File: config.mk
export PLATFORM = sky130hd
export DESIGN_NAME = regfile
export DESIGN_NICKNAME = d
export VERILOG_FILES = /design/src/cpu_pkg.sv /design/src/regfile.sv
export SDC_FILE = /design/constraint.sdc
export NUM_CORES = 1
export LEC_CHECK = 0
export ABC_AREA = 0
export BUFFER_PORTS_ARGS = -buffer_cell sky130_fd_sc_hd__buf_4
export CAP_MARGIN = 20
export CORE_UTILIZATION = 30
export CTS_CLUSTER_SIZE = 12
export DETAILED_ROUTE_END_ITERATION = 10
export GPL_ROUTABILITY_DRIVEN = 0
export HOLD_SLACK_MARGIN = 0.12
export RECOVER_POWER = 100
export SYNTH_ARGS = -nofsm -noshare
export SYNTH_HDL_FRONTEND = slang
export SYNTH_SLANG_ARGS = --single-unit
File: constraint.sdc
create_clock -name clk -period 4.65 [get_ports clk]
set_clock_uncertainty 0.1 [all_clocks]
set_input_delay 0.93 -clock clk [delete_from_list [all_inputs] [get_ports clk]]
set_output_delay 0.93 -clock clk [all_outputs]
set_load 0.1 [all_outputs]
File: src/cpu_pkg.sv
`default_nettype none

package cpu_pkg;

typedef logic [31:0] uint32_t;
typedef logic [63:0] uint64_t;
typedef logic [4:0]  reg_addr_t;

// primary opcode, bits 31:26
typedef enum logic [5:0] {
	op_special = 6'h00,
	op_beq     = 6'h04,
	op_bne     = 6'h05,
	op_addiu   = 6'h09,
	op_lui     = 6'h0f,
	op_lw      = 6'h23,
	op_sw      = 6'h2b
} opcode_t;

// function field of special, bits 5:0
typedef enum logic [5:0] {
	fn_mfhi  = 6'h10,
	fn_mflo  = 6'h12,
	fn_multu = 6'h19,
	fn_addu  = 6'h21,
	fn_subu  = 6'h23,
	fn_and   = 6'h24,
	fn_or    = 6'h25,
	fn_slt   = 6'h2a
} funct_t;

typedef enum logic [3:0] {
	alu_none,
	alu_add,
	alu_sub,
	alu_and,
	alu_or,
	alu_slt,
	alu_lui,
	alu_mfhi,
	alu_mflo
} alu_op_t;

endpackage

`default_nettype wire
File: src/regfile.sv
`timescale 1ns/1ps
`default_nettype none

module regfile(
	input  logic               clk,
	input  logic               rst,
	input  cpu_pkg::reg_addr_t raddr1,
	input  cpu_pkg::reg_addr_t raddr2,
	output cpu_pkg::uint32_t   rdata1,
	output cpu_pkg::uint32_t   rdata2,
	input  logic               we,
	input  cpu_pkg::reg_addr_t waddr,
	input  cpu_pkg::uint32_t   wdata
);

import cpu_pkg::*;

uint32_t regs [32];

// register 0 is cleared by reset and never written
always_ff @(posedge clk) begin
	if(rst)
		regs[0] <= '0;
	else if(we && waddr != '0)
		regs[waddr] <= wdata;
end

// write-through so a reader in the same cycle sees the new value
assign rdata1 = (we && waddr != '0 && waddr == raddr1) ? wdata : regs[raddr1];
assign rdata2 = (we && waddr != '0 && waddr == raddr2) ? wdata : regs[raddr2];

zero_reg_kept: assert property (@(posedge clk) disable iff (rst)
	(we && waddr == '0) |=> (raddr1 != '0 || rdata1 == '0));

endmodule

`default_nettype wire

# [Word level (Yosys, flattened, before mapping)]
# Memory sizes are Yosys's and may differ from the RTL's.
# Index checks and enable logic that the tools add are counted.
[classes] eq_ne=2 muxes=10 reduce_logical=5
[ops] cell="32-bit 2-to-1 mux" n=3
[ops] cell="32-bit OR reduction" n=1
[ops] cell="5-bit == test" n=2
[ops] cell="1-bit 2-to-1 mux" n=6
[ops] cell="5-bit 2-to-1 mux" n=1
[ops] cell="5-bit nonzero test" n=1
[ops] cell="1-bit logical AND" n=3
[word_totals] ff_bits=0 ramBits=1024 in_bits=50 out_inout_bits=64 wordCells=18 n_memories=1
[memory_table] name="regs" words=32 width=32 rd=2 rd_ports_with_merged_regs=0 wr=1 line="regfile.sv:18" source="uint32_t regs [32];"

# [Longest topological paths before layout]
# Gate-level depths: netlist (run 1).
[depth] depth_word=7 mapped_depth=8 depth_no_buf=4

# [Worst setup path before layout (run 1)]
# OpenSTA, ideal clock, no wires.
[synth_path] path_type="input to output" from="in raddr1[0]" to="out rdata1[30]" arrival_time_ns=4.323 required_ns=3.620 slack_ns=-0.703 cell_stages=7 path_buffers=3 path_cell_list="buf_6 > buf_6 > buf_2 > and2_0 > a221o_1 > o221a_1 > o31ai_1"
[synth_between] elab_chain_len=3 elab_cells_between_ends=4 cone_classes="eq/ne: 1; mux: 1; reduce/logical: 1; memory: 1"
[synth_lines] item="start: declaration" line="regfile.sv:7" source="input cpu_pkg::reg_addr_t raddr1,"
[synth_lines] item="branches (longest 2 deep; another with memory read 32 x 32 bit)"
[synth_lines] item="32-bit 2-to-1 mux *" line="regfile.sv:29" source="assign rdata1 = (we && waddr != '0 && waddr == raddr1) ? wdata : regs[raddr1];"
[synth_lines] item="end: declaration" line="regfile.sv:9" source="output cpu_pkg::uint32_t rdata1,"
# Every way passes the cells marked *.

# [Worst setup path in the final report (run 1)]
[layout_path] from="in raddr1[3]" to="out rdata1[12]"
# The elaborated chain is that of the path after synthesis.

==> impl_metrics.csv, run 1 <==
group,metric,value,unit
cells_and_area,biggestRegsByFlops,"regs (1024)",
detailed_routing,totalWireLength,153000,um
cells_and_area,design.final.nets,2562,
cells_and_area,top_register,"regs",
clock_tree,clkTransAtPathRegs,0.06,ns
sta,period_needed,4.57,ns
synth,yosysSeqAreaShare,0.655,
detailed_routing,total_drc_errors_in_the_routed_layout,0,
worst_setup_path,worst_ep_required_time,3.62,ns
grt,grt_pass1_vias,28200,
synth,yosys.area_share.adder,0,
place,place_worst_setup_slack,0.106,ns
synth,synthMuxAreaShare,0.263,
detailed_routing,drt-wirelength-per-cell,32.9,um
detailed_routing,detail_route.iter0.violations,3660,
floorplan,dieArea,158000,sq um
worst_hold_path,whs_path_depth,4,
cells_and_area,n_fill_cell,14200,
worst_hold_path,worstHoldPathType,"in -> reg",
synth,async_reset_ff_frac,0,
cells_and_area,layout-drive-gt1-share,0.397,
clock_tree,cts_made_buffers,106,
grt,grt_antenna_before_repair,1,
sta,tightest_slew,2.53,ns
grt,globalRoute.totalOverflow,0,
sta,grt_setup_unrepaired,"no",
worst_setup_path,critPathSlowestCell,"sky130_fd_sc_hd__nor4_1",
sta,min_period_over_period,0.984,
grt,global_route_wire_length_before_repair,213000,um
outcome,violations_in_the_final_reports,"capacitance limit, slew limit",
place,place.port_buffers,113,
floorplan,boundaryPins,114,
grt,grt_util_met1,0.244,
place,dpl_cell_area,52100,sq um
grt,grt-busiest-layer,"met2",
floorplan,die_h,398,um
sta,post_route_setup_tns,0,ns
clock_tree,tritoncts,"built",
synth,synth-warning-count,0,
detailed_routing,routed-via-count,27200,
synth,synth_nets,2311,
worst_hold_path,holdCritStartpoint,"waddr[2]",
synth,yosysTopAreaCell,"sky130_fd_sc_hd__edfxtp_1",
worst_setup_path,critical_path.most_common_cell,"sky130_fd_sc_hd__buf_4",
detailed_routing,drt_pass1_iterations,8,
clock_tree,cts_repair_resize_count,0,
synth,post_synth_xor_area_fraction,0.00187,
place,dpl.hpwl,90200,um
grt,gr-usage-met3,0.0363,
grt,globalRouteMet2Util,0.317,
floorplan,fp-row-count,144,
cells_and_area,final_area,54600,sq um
synth,ys_top_cells_by_count,"sky130_fd_sc_hd__edfxtp_1 (1024), sky130_fd_sc_hd__mux4_2 (507), sky130_fd_sc_hd__o22ai_1 (249)",
clock_tree,ctsHoldBuffers,0,
clock_tree,numClockSinks,1024,
worst_setup_path,timing.setup.critical_path_class,"in -> out",
synth,yosys.cell_count.top_type,"sky130_fd_sc_hd__edfxtp_1",
cells_and_area,synthToLayoutAreaGrowth,16.3,%
power,power_per_cell_area,365,nW/um^2
clock_tree,post-cts-setup-buffer-count,0,
synth,synthDistinctLibCells,40,
power,leakage,14.3,nW
clock_tree,cts-root-buf,"sky130_fd_sc_hd__clkbuf_16",
synth,postSynthAreaPerCell,20.8,sq um
synth,syn-cell-area,47000,sq um
grt,largest_net_degree_at_the_start_of_global_routing,83,
cells_and_area,largest_register_ffs,1024,
run,max-cap-violations,31,
sta,worst_relative_slew_slack,-0.693,
detailed_routing,final_antenna_net_count,0,
outcome,status,"finished, violations left",
power,ir_worst_vdd,0.348,mV
grt,grt.total_usage,0.190,
sta,timing_hold_violations_final,0,
floorplan,coreArea,155000,sq um
worst_setup_path,timing.critical_path.from_type,"primary input",
worst_setup_path,critical_path.cell_chain,"buf_4 > or3_2 > o22ai_1 > nor4_1 > mux2_2 > buf_4",
synth,synth_area_leaders,"sky130_fd_sc_hd__edfxtp_1 (65%), sky130_fd_sc_hd__mux4_2 (24%), sky130_fd_sc_hd__o22ai_1 (3.3%)",
worst_setup_path,data_arrival_time_of_the_worst_path,3.54,ns
synth,synth_compound_area_frac,0.0347,
clock_tree,cts.htree.levels,3,
sta,final_critical_path_setup_slack,0.0761,ns
synth,synth_top_family_by_area,"multiplexers",
synth,netlist.area_leader.share,0.655,
synth,synth_cells,2261,
cells_and_area,antenna_cells,0,
worst_setup_path,worstSetupStartpoint,"raddr1[3]",
worst_setup_path,critical-path-max-stage-delay,0.98,ns
worst_setup_path,path_max_fanout,18,
synth,ys_ff_latch,1024,
sta,timing_max_transition_violations_final,663,
floorplan,floorplan.initialDensity,0.303,
power,totalPowerFinal,19.9,mW
sta,achievable-frequency,219,MHz
synth,yosys.area_share.simple,0.0227,
clock_tree,clk_path_buf_depth,3,
synth,synth_flop_cell,"sky130_fd_sc_hd__edfxtp_1",
detailed_routing,viasPerCell,5.86,
floorplan,die_width,398,um
worst_setup_path,end_kind,"output pin",
synth,edff_count_synth,1024,
sta,finalSetupViolations,0,
sta,worst_hold_slack,0.716,ns
## metrics by stage
stage	instances	util
after floorplan	2261	-
after global placement	4447	0.337
after detailed placement	4448	0.337
after CTS	4633	0.357
after global routing	4633	0.353
final	4633	0.353
## final timing paths
check                                     to  slack (ns)
worst min-delay path  regs[11][30]$_DFFE_PP_        0.72
worst max-delay path              rdata1[12]        0.08
## final cells by class
| type | count | area [sq um] | share of cell area |
|---|---|---|---|
| clock buffer | 139 | 2780 | 0.0509 |
| clock inverter | 46 | 388 | 0.00711 |
| inverter | 1 | 3.75 | 0.0000688 |
| multi-input combinational | 1041 | 15200 | 0.279 |
| sequential | 1024 | 30700 | 0.563 |
| tap | 2044 | 2560 | 0.0468 |
| timing repair buffer | 338 | 2870 | 0.0526 |
## cells by family (layout without fill, tap and decap cells)
kind of cell	count (synthesis)	count (layout)
flops	1024	1024
xor+xnor	10	10
mux	590	590
buf+inv	196	524
simple gates	184	184
compound gates	257	257
## worst max-delay path: cells and delay by family
kind                   cells  cell delay, ns
AO/OA/AOI/OAI              1            0.20
buffers and inverters      2            0.49
multiplexers               1            0.31
AND/OR/NAND/NOR            2            1.58
## power by group
group | switching [mW] | total [mW] | internal [mW]
combinational | 1.11 | 1.73 | 0.620
sequential | 0.0391 | 10.3 | 10.2
clock | 3.61 | 7.93 | 4.32
## placed cells by master (no fill, tap or decap), drive strengths merged, types with 2 or more instances in the layout
cell type / netlist / layout
mux4: 507 / 507
nor4: 62 / 62
buf: 137 / 235
and2: 34 / 34
bufinv: 0 / 2
nand3: 6 / 6
or3b: 6 / 6
xor2: 10 / 10
nand3b: 8 / 8
nor2b: 6 / 6
clkbuf: 58 / 242
nor2: 37 / 37
or3: 2 / 2
inv: 1 / 4
a21oi: 2 / 2
clkinvlp: 0 / 2
edfxtp: 1024 / 1024
mux2i: 19 / 19
mux2: 64 / 64
nand2b: 3 / 3
and3: 3 / 3
o22ai: 249 / 249
nand2: 5 / 5
nor3: 5 / 5
and3b: 2 / 2
clkinv: 0 / 39
nand4: 2 / 2
## layer usage
metal	up-vias	wire length (um)	share of wire
met5	-	13	0.000085
met4	2	6630	0.043
met3	331	13100	0.086
met2	1580	75100	0.49
met1	14700	57800	0.38
li1	10600	-	-
(Power assumes the default switching activity.)
==> inputs of run 2 (changes only) <==
--- a/config.mk
+++ b/config.mk
@@ -8,11 +8,13 @@
 export ABC_AREA = 0
 export BUFFER_PORTS_ARGS = -buffer_cell sky130_fd_sc_hd__buf_4
 export CAP_MARGIN = 20
+export CORE_MARGIN = 2
 export CORE_UTILIZATION = 30
 export CTS_CLUSTER_SIZE = 12
 export DETAILED_ROUTE_END_ITERATION = 10
 export GPL_ROUTABILITY_DRIVEN = 0
 export HOLD_SLACK_MARGIN = 0.12
+export PLACE_DENSITY = 0.45
 export RECOVER_POWER = 100
 export SYNTH_ARGS = -nofsm -noshare
 export SYNTH_HDL_FRONTEND = slang
==> impl_metrics.csv, run 2 (synthesized netlist as in run 1, its figures left out) <==
group,metric,value,unit
cells_and_area,top_register,"regs",
grt,largest_net_degree_at_the_start_of_global_routing,57,
worst_setup_path,crit_cells,8,
sta,tightest_slew,2.63,ns
clock_tree,cts-root-buf,"sky130_fd_sc_hd__clkbuf_16",
cells_and_area,synthToLayoutAreaGrowth,17.3,%
worst_setup_path,timing.setup.critical_path_class,"in -> out",
cells_and_area,antenna_cells,0,
cells_and_area,final_cell_count_no_fill,4672,
worst_setup_path,worst_ep_required_time,3.62,ns
run,max-cap-violations,44,
worst_setup_path,path_max_fanout,28,
cells_and_area,post-route-util,0.353,
power,power.internal,15.7,mW
place,numPlacedInstances,4464,
worst_setup_path,cp-endpoint,"rdata2[13]",
detailed_routing,total_drc_errors_in_the_routed_layout,0,
floorplan,dieArea,160000,sq um
worst_setup_path,worstSetupStartpoint,"raddr2[0]",
cells_and_area,n_fill_cell,14400,
power,power.switching,4.95,mW
floorplan,fp-row-count,145,
detailed_routing,final_antenna_net_count,0,
cells_and_area,layout.cells.most_common_list,"sky130_fd_sc_hd__edfxtp_1 (1024), sky130_fd_sc_hd__mux4_2 (507), sky130_fd_sc_hd__o22ai_1 (249), sky130_fd_sc_hd__buf_4 (164), sky130_fd_sc_hd__clkbuf_16 (114)",
floorplan,die_width,400,um
floorplan,die_h,400,um
clock_tree,numClockSinks,1024,
floorplan,coreArea,156000,sq um
grt,grt_pass1_vias,28400,
grt,grt_antenna_before_repair,2,
clock_tree,post-cts-setup-buffer-count,0,
sta,grt_setup_unrepaired,"no",
worst_setup_path,critical-path-max-stage-delay,0.76,ns
clock_tree,clkTransAtPathRegs,0.06,ns
sta,finalSetupViolations,0,
power,totalPowerFinal,20.6,mW
sta,worst_hold_slack,0.535,ns
cells_and_area,largest_register_ffs,1024,
detailed_routing,detail_route.iter0.violations,2576,
detailed_routing,routed-via-count,26700,
power,leakage,14.4,nW
worst_setup_path,buffer_and_inverter_count_on_the_worst_path,4,
floorplan,floorplan.initialDensity,0.301,
grt,grt.total_usage,0.205,
clock_tree,tritoncts,"built",
place,dpl.hpwl,95400,um
power,ir_worst_vdd,0.322,mV
worst_setup_path,end_kind,"output pin",
cells_and_area,final_common_cell,"sky130_fd_sc_hd__edfxtp_1",
grt,globalRoute.totalOverflow,0,
detailed_routing,totalWireLength,163000,um
sta,achievable-frequency,222,MHz
power,power.sequential.fraction,0.498,
sta,post_route_setup_tns,0,ns
detailed_routing,viasPerCell,5.72,
power,power_per_cell_area,374,nW/um^2
power,switching_share,0.240,
worst_setup_path,critical_path.cell_chain,"buf_8 > buf_12 > buf_12 > mux4_2 > o22ai_1 > nor4_1 > mux2_2 > buf_4",
outcome,violations_in_the_final_reports,"capacitance limit, slew limit",
cells_and_area,design.final.nets,2574,
worst_hold_path,worstHoldPathType,"in -> reg",
worst_setup_path,critical_path.most_common_cell,"sky130_fd_sc_hd__buf_12",
sta,min_period_over_period,0.968,
worst_setup_path,timing.critical_path.from_type,"primary input",
sta,timing_max_transition_violations_final,910,
cells_and_area,biggestRegsByFlops,"regs (1024)",
worst_setup_path,data_arrival_time_of_the_worst_path,3.47,ns
detailed_routing,drt_pass1_iterations,6,
detailed_routing,drt-wirelength-per-cell,34.9,um
clock_tree,cts_repair_resize_count,0,
clock_tree,ctsHoldBuffers,0,
floorplan,boundaryPins,114,
sta,worst_relative_slew_slack,-0.751,
sta,period_needed,4.50,ns
grt,global_route_wire_length_before_repair,227000,um
clock_tree,cts.htree.levels,3,
sta,timing_hold_violations_final,0,
power,comb_power_share,0.085,
clock_tree,clk_path_buf_depth,3,
cells_and_area,layout-drive-gt1-share,0.395,
outcome,status,"finished, violations left",
clock_tree,cts_made_buffers,114,
worst_setup_path,critical-path-top-delay-family,"buffers and inverters",
power,clkPwrFrac,0.417,
worst_setup_path,critPathSlowestCell,"sky130_fd_sc_hd__nor4_1",
place,place.port_buffers,113,
run 2: changes by cell type in the layout (fill, tap and decap cells not counted), sizes merged:
cell | before | now
clkinv | 39 | 58
clkbuf | 242 | 259
buf | 235 | 222
bufinv | 2 | 6
clkinvlp | 2 | 1
inv | 4 | 3
run 2: worst min-delay path by stage:
stage                         start                     end  slack (ns)  cells past startpoint
final                      wdata[2]   regs[10][2]$_DFFE_PP_        0.53                      2
after detailed placement  wdata[17]  regs[25][17]$_DFFE_PP_        1.51                      3
after global routing       wdata[2]    regs[8][2]$_DFFE_PP_        0.53                      2
after floorplan            wdata[0]    regs[0][0]$_DFFE_PP_        1.40                      1
after global placement    wdata[17]  regs[26][17]$_DFFE_PP_        1.48                      3
after CTS                 wdata[14]  regs[11][14]$_DFFE_PP_        0.69                      3
run 2: final cells by class:
type | count | area, sq um | area share
flip-flops and latches | 1024 | 30700 | 0.558
clock inverters | 67 | 548 | 0.00995
multi-input cells | 1041 | 15300 | 0.278
clock buffers | 139 | 2950 | 0.0535
repair buffers | 342 | 2930 | 0.0532
inverters | 1 | 3.75 | 0.0000681
well taps | 2058 | 2570 | 0.0467
run 2: per-layer routing:
metal  wire length (um)  track usage  share of wire  up-vias
li1                   -            -              -    10600
met1              66300        0.268           0.41    14700
met2              82300        0.351           0.50     1062
met3               9120       0.0280          0.056      325
met4               5560       0.0669          0.034        0
met5                  0            0              0        -
run 2: stage by stage:
step	setup WS [ns]	cell area, sq um
finish	0.148	55100
global route	0.0237	55100
CTS	0.0341	55700
detailed placement	0.0380	52200
global placement	0.0648	52200
floorplan	0.143	47000
run 2: power by group through the flow:
stage                     Clock (mW)  Sequential [mW]  Combinational [mW]
after floorplan                    0             10.4                1.15
after global placement             0             10.4                1.79
after detailed placement           0             10.4                1.80
after CTS                       8.79             10.3                1.80
after global routing            9.11             10.3                1.84
final                           8.60             10.3                1.75
==> inputs of run 3 (changes only) <==
--- a/config.mk
+++ b/config.mk
@@ -13,9 +13,11 @@
 export CTS_CLUSTER_SIZE = 12
 export DETAILED_ROUTE_END_ITERATION = 10
 export GPL_ROUTABILITY_DRIVEN = 0
+export GPL_TIMING_DRIVEN = 0
 export HOLD_SLACK_MARGIN = 0.12
 export PLACE_DENSITY = 0.45
 export RECOVER_POWER = 100
+export REMOVE_ABC_BUFFERS = 1
 export SYNTH_ARGS = -nofsm -noshare
 export SYNTH_HDL_FRONTEND = slang
 export SYNTH_SLANG_ARGS = --single-unit
==> impl_metrics.csv, run 3 (synthesized netlist as in run 1, its figures left out) <==
group,metric,value,unit
worst_setup_path,critPathSlowestCell,"sky130_fd_sc_hd__or3_4",
sta,timing_hold_violations_final,0,
detailed_routing,viasPerCell,5.78,
power,ir_worst_vdd,0.339,mV
clock_tree,clk_path_buf_depth,3,
cells_and_area,synthToLayoutAreaGrowth,18.2,%
clock_tree,post-cts-setup-buffer-count,0,
floorplan,die_width,400,um
worst_hold_path,holdCritStartpoint,"wdata[16]",
sta,worst_hold_slack,0.476,ns
cells_and_area,design.final.nets,2479,
grt,grt_antenna_before_repair,2,
detailed_routing,detail_route.iter0.violations,2698,
power,leakage,14.7,nW
floorplan,coreArea,156000,sq um
cells_and_area,layout-drive-gt1-share,0.403,
worst_setup_path,data_arrival_time_of_the_worst_path,3.62,ns
place,dpl_cell_area,52000,sq um
sta,finalSetupViolations,1,
clock_tree,numClockSinks,1024,
detailed_routing,totalWireLength,163000,um
sta,tightest_slew,2.06,ns
worst_setup_path,critical-path-max-stage-delay,0.81,ns
floorplan,floorplan.initialDensity,0.301,
worst_hold_path,worstHoldPathType,"in -> reg",
floorplan,dieArea,160000,sq um
detailed_routing,final_antenna_net_count,0,
worst_setup_path,end_kind,"output pin",
place,place_worst_setup_slack,-0.782,ns
grt,globalRoute.totalOverflow,0,
floorplan,die_h,400,um
power,power_per_cell_area,381,nW/um^2
floorplan,boundaryPins,114,
cells_and_area,final_cell_count_no_fill,4582,
place,place.port_buffers,113,
worst_hold_path,whs_path_depth,2,
worst_hold_path,min_to,"regs[9][16]$_DFFE_PP_",
clock_tree,clkTransAtPathRegs,0.05,ns
sta,timing_max_transition_violations_final,110,
cells_and_area,final_common_cell,"sky130_fd_sc_hd__edfxtp_1",
worst_setup_path,critical_path.cell_chain,"buf_4 > or3_4 > o22ai_1 > nor4_2 > mux2_2 > clkbuf_4",
sta,worst_relative_slew_slack,-0.373,
run,max-cap-violations,6,
detailed_routing,routed-via-count,26500,
grt,grt_pass1_vias,28200,
cells_and_area,biggestRegsByFlops,"regs (1024)",
cells_and_area,layout.cells.most_common_list,"sky130_fd_sc_hd__edfxtp_1 (1024), sky130_fd_sc_hd__mux4_2 (507), sky130_fd_sc_hd__o22ai_1 (248), sky130_fd_sc_hd__clkbuf_16 (123), sky130_fd_sc_hd__buf_4 (84)",
clock_tree,cts-root-buf,"sky130_fd_sc_hd__clkbuf_16",
worst_setup_path,worst_ep_required_time,3.62,ns
floorplan,fp-row-count,145,
sta,achievable-frequency,215,MHz
outcome,violations_in_the_final_reports,"capacitance limit, slew limit, setup timing",
clock_tree,tritoncts,"built",
sta,grt_setup_unrepaired,"no",
cells_and_area,final_area,55500,sq um
sta,period_needed,4.65,ns
worst_setup_path,critical-path-top-delay-family,"simple AND/OR/NAND/NOR gates",
grt,global_route_wire_length_before_repair,224000,um
detailed_routing,drt-wirelength-per-cell,35.5,um
cells_and_area,largest_register_ffs,1024,
worst_setup_path,buffer_and_inverter_count_on_the_worst_path,2,
place,dpl.hpwl,99600,um
sta,final_critical_path_setup_slack,-0.00420,ns
grt,largest_net_degree_at_the_start_of_global_routing,87,
place,numPlacedInstances,4347,
detailed_routing,drt_pass1_iterations,5,
worst_setup_path,timing.setup.critical_path_class,"in -> out",
grt,grt.total_usage,0.203,
cells_and_area,post-route-util,0.356,
clock_tree,cts_made_buffers,118,
worst_setup_path,path_max_fanout,31,
cells_and_area,top_register,"regs",
detailed_routing,total_drc_errors_in_the_routed_layout,0,
sta,min_period_over_period,1.00,
clock_tree,cts.htree.levels,3,
worst_setup_path,timing.critical_path.from_type,"primary input",
outcome,status,"finished, violations left",
[run 3: cell count changes in the layout (fill, tap and decap cells not counted), sizes merged, moves of 2 or more]
cell	change
bufbuf	+9
clkinv	-9
clkinvlp	+2
buf	-48
clkbuf	-52
bufinv	+5
[run 3: power breakdown]
part	total, mW	internal [mW]	switching [mW]
logic	1.77	0.623	1.14
clock network	9.10	5.33	3.77
registers	10.3	10.2	0.0359
[run 3: stage by stage]
step / power [mW] / setup TNS, ns
floorplan: 11.3 / -0.732
global placement: 12.1 / -5715.20
detailed placement: 12.2 / -14.84
CTS: 21.3 / 0
global route: 21.7 / 0
finish: 21.1 / -0.00420
[run 3: how the worst max path moves through the flow]
stage / from / end / slack, ns / cells after the start
after floorplan: waddr[4] / rdata1[30] / -0.60 / 4
after global placement: raddr1[0] / rdata1[29] / -5.48 / 6
after detailed placement: raddr2[0] / rdata2[26] / -0.78 / 8
after CTS: raddr1[0] / rdata1[12] / 0.009 / 8
after global routing: raddr1[3] / rdata1[20] / 0.002 / 6
final: raddr2[4] / rdata2[22] / -0.004 / 6
[run 3: cell type report]
class,instances,area [sq um]
Antenna cell,1,2.50
Clock buffer,148,3130
Clock inverter,66,601
Fill cell,14200,100000
Inverter,1,3.75
Multi-Input combinational cell,1041,15400
Sequential cell,1024,30700
Tap cell,2058,2570
Timing Repair Buffer,243,3040
[run 3: what timing repair did]
action                                  CTS  global route
endpoints found under the setup margin   45            19
cloned                                   14             2
hold buffers                              0             0
gates resized for setup                  23             9
[run 3: per-layer routing]
layer	routed length [um]	global-route usage	vias to the layer above
met5	13	0	-
met4	5680	0.0669	2
met3	9190	0.0290	311
met2	82400	0.349	1098
met1	65400	0.263	14700
li1	-	-	10400
