`src/cpu_pkg.sv`:
```
`default_nettype none

package cpu_pkg;

typedef logic [31:0] uint32_t;
typedef logic [63:0] uint64_t;
typedef logic [4:0]  reg_addr_t;

// primary opcode, bits 31:26
typedef enum logic [5:0] {
	op_special = 6'h00,
	op_beq     = 6'h04,
	op_bne     = 6'h05,
	op_addiu   = 6'h09,
	op_lui     = 6'h0f,
	op_lw      = 6'h23,
	op_sw      = 6'h2b
} opcode_t;

// function field of special, bits 5:0
typedef enum logic [5:0] {
	fn_mfhi  = 6'h10,
	fn_mflo  = 6'h12,
	fn_multu = 6'h19,
	fn_addu  = 6'h21,
	fn_subu  = 6'h23,
	fn_and   = 6'h24,
	fn_or    = 6'h25,
	fn_slt   = 6'h2a
} funct_t;

typedef enum logic [3:0] {
	alu_none,
	alu_add,
	alu_sub,
	alu_and,
	alu_or,
	alu_slt,
	alu_lui,
	alu_mfhi,
	alu_mflo
} alu_op_t;

endpackage

`default_nettype wire
```
`src/instr_fetch.sv`:
```
`timescale 1ns/1ps
`default_nettype none

module instr_fetch #(
	parameter cpu_pkg::uint32_t RESET_PC = 32'h0000_0000
)(
	input  logic             clk,
	input  logic             rst,
	input  logic             stall,
	input  logic             redirect,
	input  cpu_pkg::uint32_t target,
	output cpu_pkg::uint32_t pc
);

// ctrl lets a redirect through a load-use stall, never through dstall
always_ff @(posedge clk) begin
	if(rst)
		pc <= RESET_PC;
	else if(stall)
		pc <= pc;
	else if(redirect)
		pc <= target;
	else
		pc <= pc + 32'd4;
end

pc_aligned: assert property (@(posedge clk) disable iff (rst) pc[1:0] == 2'b00);

endmodule

`default_nettype wire

```
`config.mk`:
```
export PLATFORM = sky130hd
export DESIGN_NAME = instr_fetch
export DESIGN_NICKNAME = d
export VERILOG_FILES = /design/src/cpu_pkg.sv /design/src/instr_fetch.sv
export SDC_FILE = /design/constraint.sdc
export NUM_CORES = 1
export LEC_CHECK = 0
export BUFFER_PORTS_ARGS = -buffer_cell sky130_fd_sc_hd__buf_2
export CORE_UTILIZATION = 55
export DETAILED_ROUTE_END_ITERATION = 7
export GPL_TIMING_DRIVEN = 0
export PLACE_DENSITY = 0.86
export SLEW_MARGIN = 20
export SYNTH_ARGS = -nofsm -noshare
export SYNTH_HDL_FRONTEND = slang
export SYNTH_SLANG_ARGS = --single-unit
```
`constraint.sdc`:
```
create_clock -name clk -period 3.27 [get_ports clk]
set_clock_uncertainty 0.1 [all_clocks]
set_input_delay 0.654 -clock clk [delete_from_list [all_inputs] [get_ports clk]]
set_output_delay 0.654 -clock clk [all_outputs]
set_load 0.05 [all_outputs]
```
# Yosys cells after proc, flatten, opt, wreduce, memory -nomap -nowiden
# Cells that the tools add are included.
[word_totals]
latchBits = 0
register_bits = 32
mem_bits_rw = 0
memories = 0
rom_bits = 0
word_cells = 3
input_bits = 36
output_inout_bits = 32
[classes]
bitwise_logic = 0
n_div = 0
mul = 0
n_reduce_logical = 0
add_sub_neg = 1
order_cmp = 0
n_shift = 0
n_eq_ne = 0
n_mux = 1
[op_table]
columns = ["cell", "count"]
rows = [
  ["$add A32 B3 Y32 const B", 1],
  ["$mux W32", 1],
]

# Longest topological paths before layout
# Gate-level depths: netlist (run 1).
[depth]
ltp_word = 2
ltp_mapped = 7
ltp_nobuf = 5

# Worst setup path before layout (run 1)
# Ideal clock, no wire load.
[synth_timing]
path_kind = "reg-to-reg"
startpoint = "register pc[2]"
endpoint = "register pc[22]"
arrival_ps = 2101
synth_period_minus_slack_ps = 2275
path_buffers = 1
setup_ps = 74
required_ps = 3096
path_stages_with_launch = 7
path_slack_ps = 995
path_cell_list = "dfxtp_1 -> ha_1 -> and3_1 -> clkbuf_1 -> nand4_1 -> or4_1 -> a31oi_1"
[synth_via]
elab_chain_len = 2
[synth_lines]
columns = ["item", "line", "text"]
rows = [
  ["from (decl)", "instr_fetch.sv:12", "output cpu_pkg::uint32_t pc"],
  ["from (signal assigned)", "instr_fetch.sv:20", "pc <= pc;"],
  ["from (signal assigned)", "instr_fetch.sv:22", "pc <= target;"],
  ["from (signal assigned)", "instr_fetch.sv:24", "pc <= pc + 32'd4;"],
  ["$add A32 B3 Y32", "instr_fetch.sv:24", ""],
  ["$mux W32", "instr_fetch.sv:21", "else if(redirect)"],
]
# No other way between the ends.
# A chain may end at the register's enable or synchronous reset.

# Worst setup path after layout (run 1)
# Same ends and word-level chain as after synthesis.

==> metrics.md, run 1 <==
| Metric | Value |
|---|---|
| Status | complete, no violations |
| Hold_ws | 0.4043 ns |
| # DRC | 0 |
| Simple-gate share of the synthesized area | 30.73% |
| Slew headroom | 59.19% |
| Synth Warn # | 0 |
| Post-Syn Nets | 314 |
| Post-place instance area | 2526 um^2 |
| CTS Hold Buffers Added | 0 |
| Max-cap check violation count | 0 |
| LEAKAGE | 1.052 nW |
| CP max stage delay | 0.49 ns |
| Clock Path Buffers | 2 |
| DR vias/cell | 6.730 |
| Comb pwr share | 23.8% |
| Detailed Route Iter0 Violations | 288 |
| Seq/Total Area, Yosys | 29.85% |
| Maximum VDD drop | 268.7 uV |
| Die H | 64.46 um |
| Starting Density | 58.18% |
| Power Total | 1.023 mW |
| Post-cts gate resize count | 0 |
| CTS Buf Count | 5 |
| Number of buffers added on ports | 64 |
| Pint | 660.1 uW |
| Design area | 2616 um^2 |
| Vias in the first global route | 2270 |
| Largest family of logic cells by synthesized area | simple AND/OR/NAND/NOR gates |
| Fin. Hold Viols | 0 |
| Antenna violations before repair | 0 |
| Final period util | 69.08% |
| CTS root buf | clkbuf_8 |
| Final setup fails | 0 |
| Total wire length | 6782 um |
| Max-slew violations | 0 |
| Row count | 22 |
| Synth cell types | 56 |
| Hold Path Class | reg -> reg |
| Final worst slack | 1.011 ns |
| Crit Path Max Fanout | 9 |
| Synth async-reset ratio | 0% |
| Mean area per synthesized cell | 7.747 um^2 |
| Pre-CTS setup slack | 1.069 ns |
| Max reg flops | 32 |
| Largest net degree at the start of global routing | 11 |
| Die W | 64.46 um |
| Post-synthesis cell count | 277 |
| Post-CTS Setup Inserts | 0 |
| Final TNS setup | 0 ns |
| WL per Instance | 17.08 um |
| Clock Power Share | 32.6% |
| Mapped Area | 2146 um^2 |
| Via count | 2672 |
| WP data arrival | 2.38 ns |
| Nets | 385 |
| Largest Register | pc |
| Post-Synth XOR/XNOR Area | 0% |
| Synthesized flop and latch total | 32 |
| Multiplexer share of the synthesized area | 1.399% |
| Crit path time final | 2.259 ns |
| Critical path type | reg -> reg |
| First-pass GRT wire length | 11000 um |
| CP Capture Type | register |
| Sw frac | 35.49% |
| Pin slew with the least headroom to its limit | 0.6066 ns |
| Compound-Gate Fraction of Synth Area | 30.26% |
| CP startpoint kind | register |
| CTS clk-pin slew, worst paths | 0.07 ns |
| Register share of total power | 43.7% |
| TritonCTS clock tree | yes |
| Worst Path Required | 3.40 ns |
| Final RePlAce weighted congestion | 0.9511 |
| GRT Total Usage | 34.30% |
| Routed Antenna Nets | 0 |
| Clk sinks | 32 |
| Fmax | 442.7 MHz |
| Biggest regs | pc (32) |
| Clock latency on the worst-skew pair | 0.30 ns |
| Global route overflow | 0 |
| DPL Wire Length | 4734 um |
| Core area | 3689 um^2 |
| Crit-path slowest cell | or4_1 |
| Layout area overhead | 21.92% |
| Pwr Density | 391.1 nW/um^2 |
| Post-synthesis adder-cell area fraction | 0.5831% |
| Top FF cell, synth | dfxtp_1 |
| H-Tree Level Count | 2 |
| First-pass iteration count of the detailed router | 5 |
| Full die area | 4155 um^2 |
| Layout cells sized above 1 | 25.79% |
| Post-synth EDFFs | 0 |
| # fillers | 337 |
| IO Count | 68 |
| Cells along the critical path | ha_1 > and3_1 > clkbuf_1 > nand4_1 > or4_1 > a31oi_1 |
| Switching Power | 363.1 uW |
| RSZ-0062 raised after global routing | false |
| Diode count | 0 |
-- cells by family (layout without fill, tap and decap cells) --
logic type	after synthesis	after routing
adders and majority gates	1	1
DFF	32	32
muxes	3	3
buffers and inverters	32	104
AOI/OAI and AO/OA	89	89
and+or+nand+nor	120	120
-- metal layers --
layer | wire (um) | GRT usage, % | up-vias
li1 | - | - | 1238
met1 | 2893 | 48.10 | 1220
met2 | 2916 | 50.66 | 198
met3 | 806 | 5.634 | 16
met4 | 166 | 16.67 | 0
met5 | 0 | 0 | -
-- worst max-delay path: cells and delay by family, from the launching register on --
kind                     cells  cell delay, ns
adder cells (fa/ha/maj)      1            0.25
flip-flops                   1            0.44
buffers and inverters        1            0.36
AO/OA/AOI/OAI                1            0.18
AND/OR/NAND/NOR              3            0.85
-- cell usage after synthesis (3+ instances only) --
| cell type | n | area share, % |
|---|---|---|
| dfxtp_1 | 32 | 30 |
| nand2_1 | 24 | 4.2 |
| nor2_1 | 21 | 3.7 |
| nand3_1 | 18 | 4.2 |
| a21oi_1 | 17 | 4.0 |
| nand4_1 | 13 | 3.8 |
| a22oi_1 | 9 | 3.1 |
| a31oi_1 | 9 | 2.6 |
| o21ai_0 | 9 | 2.1 |
| clkbuf_1 | 8 | 1.4 |
| and3_1 | 7 | 2.0 |
| buf_1 | 7 | 1.2 |
| and4_1 | 6 | 2.4 |
| nor3_1 | 6 | 1.4 |
| inv_1 | 5 | 0.87 |
| nor4_1 | 5 | 1.5 |
| o211ai_1 | 5 | 1.7 |
| o221ai_1 | 5 | 2.0 |
| o311ai_0 | 5 | 2.0 |
| or4_1 | 5 | 1.7 |
| and2_1 | 4 | 1.2 |
| buf_2 | 4 | 0.93 |
| o221a_2 | 4 | 2.1 |
| o31ai_1 | 4 | 1.4 |
| a32oi_1 | 3 | 1.2 |
| buf_6 | 3 | 1.6 |
| mux2i_1 | 3 | 1.4 |
-- cell type report --
class	instances	area, um^2	share of cell area [%]
multi-input combinational	213	1351	51.65
buffer	25	127.6	4.878
sequential	32	640.6	24.49
timing repair buffer	64	320.3	12.24
inverter	7	26.28	1.004
tap	48	60.06	2.296
clock buffer	8	90.09	3.443
-- per-stage QoR --
step	util, %	std cells
after global placement	68.49	389
after CTS	70.93	397
after global routing	70.93	397
final	70.93	397
after floorplan	-	277
after detailed placement	68.49	389
-- cell usage in the layout, fill, tap and decap left out, types with 6 or more instances in the layout --
master,instances
buf_1,7
clkbuf_8,6
a31oi_1,9
buf_2,68
nor2_1,21
nand4_1,13
and3_1,7
dfxtp_1,32
nand2_1,24
nor3_1,6
and4_1,6
a22oi_1,9
clkbuf_1,10
nand3_1,18
o21ai_0,9
a21oi_1,17
-- worst paths after layout --
path              start      to  slack [ns]  cells past startpoint
hold / removal    pc[1]   pc[1]        0.40                      2
setup / recovery  pc[2]  pc[22]        1.01                      6
hold reg to reg   pc[1]   pc[1]        0.40                      2
setup reg to reg  pc[2]  pc[22]        1.01                      6
-- power by group through the flow --
| stage | combinational [mW] | clock, mW | sequential, mW |
|---|---|---|---|
| 5_1_grt | 0.260 | 0.342 | 0.452 |
| 3_3_place_gp | 0.238 | 0 | 0.453 |
| 3_5_place_dp | 0.240 | 0 | 0.454 |
| 6_report | 0.243 | 0.333 | 0.447 |
| 2_1_floorplan | 0.0916 | 0 | 0.530 |
| 4_1_cts | 0.240 | 0.326 | 0.446 |
(Power assumes the default switching activity.)
==> inputs of run 2 (changes only) <==
--- a/config.mk
+++ b/config.mk
@@ -6,10 +6,10 @@
 export NUM_CORES = 1
 export LEC_CHECK = 0
 export BUFFER_PORTS_ARGS = -buffer_cell sky130_fd_sc_hd__buf_2
-export CORE_UTILIZATION = 55
+export CORE_UTILIZATION = 46
 export DETAILED_ROUTE_END_ITERATION = 7
 export GPL_TIMING_DRIVEN = 0
-export PLACE_DENSITY = 0.86
+export PLACE_DENSITY = 0.77
 export SLEW_MARGIN = 20
 export SYNTH_ARGS = -nofsm -noshare
 export SYNTH_HDL_FRONTEND = slang
==> constraint.sdc (replaced) <==
create_clock -name clk -period 1.82 [get_ports clk]
set_clock_uncertainty 0.1 [all_clocks]
set_input_delay 0.364 -clock clk [delete_from_list [all_inputs] [get_ports clk]]
set_output_delay 0.364 -clock clk [all_outputs]
set_load 0.05 [all_outputs]
==> run 2 against run 1 <==
First-iteration DRC count is 17% higher. Sequential cell count stayed put. Sequential power is 80% higher. Non-clock buffer count is 6 higher. Final cell count is 2.5% higher. Sequential share of layout area is 0.49 points higher. Critical path depth is 1 lower. Via count is 3.7% higher. Clock power is 79% higher. Fmax is 26% higher. Global-route usage is 2.9 points lower.
==> metrics.md, run 2 (synthesis results as in run 1) <==
| Metric | Value |
|---|---|
| Detailed Route Iter0 Violations | 336 (was 288) |
| Biggest regs | pc (32) (unchanged) |
| TritonCTS clock tree | yes (unchanged) |
| CTS Buf Count | 5 (unchanged) |
| Final period util | 98.77% (was 69.08%) |
| Layout area overhead | 32.13% (was 21.92%) |
| Hold Path Class | in -> reg (was reg -> reg) |
| DP Cell Count | 393 (was 389) |
| # DRC | 0 (unchanged) |
| Multi-input logic area | 1419 um^2 (was 1351 um^2) |
| LEAKAGE | 1.123 nW (was 1.052 nW) |
| First-pass GRT wire length | 12150 um (was 11000 um) |
| Hold_ws | 0.2004 ns (was 0.4043 ns) |
| Clk sinks | 32 (unchanged) |
| Crit path time final | 1.798 ns (was 2.259 ns) |
| DR vias/cell | 6.808 (was 6.730) |
| Post-route insts no fill | 407 (was 397) |
| CP Capture Type | register (unchanged) |
| Fin. Hold Viols | 0 (unchanged) |
| IO Count | 68 (unchanged) |
| Clock Path Buffers | 2 (unchanged) |
| # fillers | 382 (was 337) |
| Via count | 2771 (was 2672) |
| Largest net degree at the start of global routing | 11 (unchanged) |
| Full die area | 4942 um^2 (was 4155 um^2) |
| Most frequent cells in the layout | buf_2 (67), nand2_1 (24), nor2_1 (20) (was buf_2 (68), dfxtp_1 (32), nand2_1 (24)) |
| Critical path type | reg -> reg (unchanged) |
| Nets | 391 (was 385) |
| Max reg flops | 32 (unchanged) |
| H-Tree Level Count | 2 (unchanged) |
| CP startpoint kind | register (unchanged) |
| Global route overflow | 0 (unchanged) |
| Worst Path Required | 1.90 ns (was 3.40 ns) |
| Largest Register | pc (unchanged) |
| Leading cell type in the layout, fill and taps excluded | buf_2 (unchanged) |
| Design area | 2835 um^2 (was 2616 um^2) |
| Sequential Area | 708.2 um^2 (was 640.6 um^2) |
| Maximum VDD drop | 414.9 uV (was 268.7 uV) |
| Die W | 70.30 um (was 64.46 um) |
| Status | complete, no violations (unchanged) |
| Diode count | 0 (unchanged) |
| Starting Density | 48.61% (was 58.18%) |
| Routed Antenna Nets | 0 (unchanged) |
| Fmax | 556.3 MHz (was 442.7 MHz) |
| RSZ-0062 raised after global routing | true (was false) |
| Layout cells sized above 1 | 38.31% (was 25.79%) |
| Row count | 24 (was 22) |
| Max-cap check violation count | 0 (unchanged) |
| R2R Setup Slk | 0.02 ns (was 1.01 ns) |
| Final RePlAce weighted congestion | 0.9356 (was 0.9511) |
| Max-slew violations | 0 (unchanged) |
| CTS clk-pin slew, worst paths | 0.07 ns (about the same) |
| Vias in the first global route | 2373 (was 2270) |
| CTS root buf | clkbuf_8 (unchanged) |
| DPL Wire Length | 5089 um (was 4734 um) |
| Crit Path Max Fanout | 6 (was 9) |
| WP data arrival | 1.88 ns (was 2.38 ns) |
| First-pass iteration count of the detailed router | 6 (was 5) |
| Final setup fails | 0 (unchanged) |
| Antenna violations before repair | 0 (unchanged) |
| Pwr Density | 654.2 nW/um^2 (was 391.1 nW/um^2) |
| Die H | 70.30 um (was 64.46 um) |
| Post-place instance area | 2641 um^2 (was 2526 um^2) |
| CTS Hold Buffers Added | 0 (unchanged) |
| Number of buffers added on ports | 64 (unchanged) |
| Core area | 4414 um^2 (was 3689 um^2) |
| Total wire length | 7792 um (was 6782 um) |
| Slew headroom | 57.24% (was 59.19%) |
| WL per Instance | 19.14 um (was 17.08 um) |
| Pin slew with the least headroom to its limit | 0.6390 ns (was 0.6066 ns) |
| GRT Total Usage | 31.37% (was 34.30%) |
| Clock latency on the worst-skew pair | 0.30 ns (about the same) |
-- run 2: cell count changes in the layout (fill, tap and decap cells not counted), sizes merged --
cell    delta
clkbuf     -1
buf        +7
-- run 2: path summary, 6_finish.rpt --
check / from / endpoint / cells past startpoint
setup / recovery: pc[3] / pc[31] / 5
hold / removal: target[1] / pc[1] / 3
setup reg to reg: pc[3] / pc[31] / 5
hold reg to reg: pc[1] / pc[1] / 2
-- run 2: metrics by stage --
stage / utilization [%] / setup WS (ns) / total power [mW] / setup TNS (ns)
3_5_place_dp: 59.84 / -0.1518 / 1.258 / -1.715
5_1_grt: 64.23 / -0.03922 / 1.919 / -0.07510
6_report: 64.23 / 0.02243 / 1.855 / 0
2_1_floorplan: - / -0.005511 / 1.122 / -0.005511
4_1_cts: 62.70 / 0.01045 / 1.835 / 0
3_3_place_gp: 59.84 / -0.1426 / 1.251 / -1.301
-- run 2: power breakdown --
part	switching, mW	internal (mW)
Combinational	0.312	0.143
Clock	0.287	0.309
Sequential	0.0636	0.741
Total	0.662	1.19
-- run 2: worst max-delay path: stages, from the launching register on --
cell,delay (ns)
dfxtp_4,0.39
and4_4,0.24
buf_6,0.12
nand4_4,0.16
o311a_1,0.38
or3_1,0.30
-- run 2: cell type report --
class	instances	share of cell area, %
plain buffers	25	5.649
well taps	52	2.295
multi-input cells	213	50.04
clock buffers	8	3.177
flip-flops and latches	32	24.98
repair buffers	70	12.93
inverters	7	0.9267
-- run 2: metal layers --
layer | up-vias | wire length (um) | global-route usage (%)
li1 | 1248 | - | -
met1 | 1279 | 3249 | 43.06
met2 | 222 | 3441 | 46.56
met3 | 22 | 904 | 7.071
met4 | 0 | 196 | 13.78
met5 | - | 0 | 0
-- run 2: what timing repair did --
| item | CTS | global route |
|---|---|---|
| endpoints found under the setup margin | 9 | 9 |
| setup buffers | 3 | 2 |
| pin swaps | 1 | 3 |
| gates resized for setup | 4 | 12 |
| gates cloned | 0 | 1 |
==> inputs of run 3 (changes only) <==
--- a/config.mk
+++ b/config.mk
@@ -5,11 +5,14 @@
 export SDC_FILE = /design/constraint.sdc
 export NUM_CORES = 1
 export LEC_CHECK = 0
+export ABC_AREA = 1
 export BUFFER_PORTS_ARGS = -buffer_cell sky130_fd_sc_hd__buf_2
-export CORE_UTILIZATION = 46
+export CORE_UTILIZATION = 48
+export CTS_BUF_LIST = sky130_fd_sc_hd__clkbuf_8
 export DETAILED_ROUTE_END_ITERATION = 7
+export GPL_ROUTABILITY_DRIVEN = 0
 export GPL_TIMING_DRIVEN = 0
-export PLACE_DENSITY = 0.77
+export PLACE_DENSITY = 0.8
 export SLEW_MARGIN = 20
 export SYNTH_ARGS = -nofsm -noshare
 export SYNTH_HDL_FRONTEND = slang
==> run 3 against run 2 <==
Clock power is 16% lower. Register-to-register slack gained 0.14 ns. Highest routed layer unchanged. Critical path type unchanged. Area after synthesis up 1.7%.
==> metrics.md, run 3 <==
| Metric | Value |
|---|---|
| Pin slew with the least headroom to its limit | 0.5815 ns (was 0.6390 ns) |
| Critical path type | reg -> reg (unchanged) |
| Fmax | 602.6 MHz (was 556.3 MHz) |
| Largest net degree at the start of global routing | 11 (unchanged) |
| Worst Hold End | pc[1] (unchanged) |
| DR vias/cell | 5.474 (was 6.808) |
| GRT Total Usage | 26.81% (was 31.37%) |
| Crit path time final | 1.660 ns (was 1.798 ns) |
| Hold Path Class | in -> reg (unchanged) |
| Via count | 2540 (was 2771) |
| R2R Setup Slk | 0.16 ns (was 0.02 ns) |
| Core area | 4354 um^2 (was 4414 um^2) |
| IO Count | 68 (unchanged) |
| First-pass iteration count of the detailed router | 5 (was 6) |
| Max reg flops | 32 (unchanged) |
| CTS root buf | clkbuf_8 (unchanged) |
| R2R Path Start | pc[3] (unchanged) |
| Buffers and inverters on the worst path | 0 (was 1) |
| Worst Hold Launch | target[1] (unchanged) |
| Mapped Area | 2182 um^2 (was 2146 um^2) |
| Largest Register | pc (unchanged) |
| Clock latency on the worst-skew pair | 0.29 ns (was 0.30 ns) |
| Top post-synthesis cells by area | dfxtp_1 (29%), nand2_1 (15%), nand3_1 (6.9%) (was dfxtp_1 (30%), nand3_1 (4.2%), nand2_1 (4.2%)) |
| Nets | 451 (was 391) |
| Pwr Density | 674.0 nW/um^2 (was 654.2 nW/um^2) |
| DPL Wire Length | 4802 um (was 5089 um) |
| TritonCTS clock tree | yes (unchanged) |
| WL per Instance | 13.65 um (was 19.14 um) |
| Layout area overhead | 21.50% (was 32.13%) |
| Die W | 69.43 um (was 70.30 um) |
| Worst R2R End | pc[22] (was pc[31]) |
| Met2 GRT Util | 42.07% (was 46.56%) |
| Diode count | 0 (unchanged) |
| Final worst slack | 0.1604 ns (was 0.02243 ns) |
| Max-cap check violation count | 0 (unchanged) |
| Leading cell type in the layout, fill and taps excluded | nand2_1 (was buf_2) |
| LEAKAGE | 1.189 nW (was 1.123 nW) |
| Synth cell types | 32 (was 56) |
| Most frequent cells in the layout | nand2_1 (90), buf_2 (68), inv_1 (35) (was buf_2 (67), nand2_1 (24), nor2_1 (20)) |
| Post-synth top cells | nand2_1 (90), inv_1 (35), nor2_1 (33) (was dfxtp_1 (32), nand2_1 (24), nor2_1 (21)) |
| Layout cells sized above 1 | 27.67% (was 38.31%) |
| Finished Core Util | 60.89% (was 64.23%) |
| Global routing's busiest layer | met2 (unchanged) |
| H-Tree Level Count | 2 (unchanged) |
| Cells along the critical path | ha_1 > nand2_1 > nor2_4 > nand2_2 > nor2_4 > nand2_1 > nand2_1 > nand3_1 > nand2_1 > a21oi_1 (was and4_4 > buf_6 > nand4_4 > o311a_1 > or3_1) |
| Mean area per synthesized cell | 6.399 um^2 (was 7.747 um^2) |
| Max-slew violations | 0 (unchanged) |
| # DRC | 0 (unchanged) |
| CP top delay family | simple AND/OR/NAND/NOR gates (unchanged) |
| Worst Path Required | 1.86 ns (was 1.90 ns) |
| Cell taking the most area after synthesis | dfxtp_1 (unchanged) |
| Final setup fails | 0 (unchanged) |
| Seq/Total Area, Yosys | 29.36% (was 29.85%) |
| Reg2Reg Depth | 10 (was 5) |
| CP Capture Type | register (unchanged) |
| Hold path depth | 3 (unchanged) |
| Detailed Route Iter0 Violations | 177 (was 336) |
| Die H | 69.43 um (was 70.30 um) |
| Power Total | 1.787 mW (was 1.855 mW) |
| Post-place instance area | 2581 um^2 (was 2641 um^2) |
| Met3 Use GR | 4.360% (was 7.071%) |
| Design area | 2651 um^2 (was 2835 um^2) |
| Fin. Hold Viols | 0 (unchanged) |
| Crit Path Max Fanout | 5 (was 6) |
| Global routing usage on met1 | 36.59% (was 43.06%) |
| Clock Path Buffers | 2 (unchanged) |
| CP startpoint kind | register (unchanged) |
| Number of buffers added on ports | 66 (was 64) |
| Biggest regs | pc (32) (unchanged) |
| Row count | 24 (unchanged) |
| Vias in the first global route | 2226 (was 2373) |
| Starting Density | 50.11% (was 48.61%) |
| Pre-CTS setup slack | -0.07626 ns (was -0.1518 ns) |
| Synth async-reset ratio | 0% (unchanged) |
| Crit path top cell by count | nand2_1 |
| Top FF cell, synth | dfxtp_1 (unchanged) |
| Synth Warn # | 0 (unchanged) |
| Post-synth EDFFs | 0 (unchanged) |
| First-pass GRT wire length | 10370 um (was 12150 um) |
| Crit-path slowest cell | dfxtp_2 (was dfxtp_4) |
| # fillers | 436 (was 382) |
| Final TNS setup | 0 ns (unchanged) |
| RSZ-0062 raised after global routing | false (was true) |
| Final period util | 91.18% (was 98.77%) |
| CTS clk-pin slew, worst paths | 0.07 ns (about the same) |
| Routed Antenna Nets | 0 (unchanged) |
| Post-synthesis cell count | 341 (was 277) |
| Most common cell in the synthesized netlist | nand2_1 (was dfxtp_1) |
| Status | complete, no violations (unchanged) |
| Maximum VDD drop | 340.8 uV (was 414.9 uV) |
| Total wire length | 6332 um (was 7792 um) |
| Antenna violations before repair | 0 (unchanged) |
| Slew headroom | 61.23% (was 57.24%) |
| Global route overflow | 0 (unchanged) |
| CP max stage delay | 0.35 ns (was 0.39 ns) |
| Synthesized flop and latch total | 32 (unchanged) |
| Post-Syn Nets | 378 (was 314) |
| Full die area | 4820 um^2 (was 4942 um^2) |
| CTS Buf Count | 5 (unchanged) |
| Top-area cell type share of the netlist area | 29.36% (was 29.85%) |
| Clk sinks | 32 (unchanged) |
| WP data arrival | 1.70 ns (was 1.88 ns) |
-- run 3: changes by cell type after synthesis, moves of 8 or more --
cell     delta
o21ai_0    +11
nand3_1    +12
nand2_1    +66
inv_1      +30
a21oi_1     +9
a22oi_1     -9
nand4_1    -11
nor2_1     +12
a31oi_1     -8
-- run 3: final cells by class --
class | count | area (um^2) | share of cell area (%)
Inverter | 37 | 138.9 | 5.238
Multi-Input combinational cell | 261 | 1351 | 50.97
Clock buffer | 5 | 68.82 | 2.596
Sequential cell | 32 | 645.6 | 24.35
Buffer | 11 | 51.30 | 1.935
Tap cell | 52 | 65.06 | 2.454
Timing Repair Buffer | 66 | 330.3 | 12.46
-- run 3: worst max-delay path by stage --
stage,end,depth (start not counted),startpoint,slack (ns)
after floorplan,pc[26],9,pc[9],0.02
after global placement,pc[2],6,redirect,-0.06
after detailed placement,pc[2],6,redirect,-0.08
after CTS,pc[26],10,pc[3],0.14
after global routing,pc[24],10,pc[3],0.02
final,pc[22],10,pc[3],0.16
-- run 3: report_power, final --
group          leakage [nW]  internal [mW]  switching [mW]  total [mW]
Combinational         0.887          0.135           0.331       0.466
Clock                0.0359          0.246           0.253       0.499
Sequential            0.266          0.751          0.0713       0.822
Total                  1.19           1.13           0.655        1.79
-- run 3: worst register-to-register path, cell delays in order, from the launching register on --
cell and delay, ns:
dfxtp_2 0.35, ha_1 0.16, nand2_1 0.11, nor2_4 0.17
nand2_2 0.13, nor2_4 0.18, nand2_1 0.07, nand2_1 0.06
nand3_1 0.07, nand2_1 0.07, a21oi_1 0.06
-- run 3: repair_timing --
item,4_1_cts,5_1_grt
resized for setup,0,1
endpoints found under the setup margin,0,2
hold buffers,0,0
buffers inserted,0,0
-- run 3: metal layers --
layer | vias up | wire length (um)
met1 | 1154 | 2837
met3 | 8 | 490
met5 | - | 0
met2 | 123 | 2909
li1 | 1255 | -
met4 | 0 | 93
-- run 3: kinds of logic after synthesis --
kind of cell | after synthesis | synth area share (%)
AO/OA/AOI/OAI | 61 | 16.57
XOR/XNOR | 9 | 3.613
buffers and inverters | 48 | 8.716
adder cells (fa/ha/maj) | 1 | 0.5733
flip-flops | 32 | 29.36
AND/OR/NAND/NOR | 190 | 41.17
-- run 3: metrics by stage --
step                std cells  hold slack, ns
CTS                       464          0.2092
detailed placement        459          0.4039
global route              464          0.2490
global placement          459          0.3902
floorplan                 341          0.3260
finish                    464          0.2051
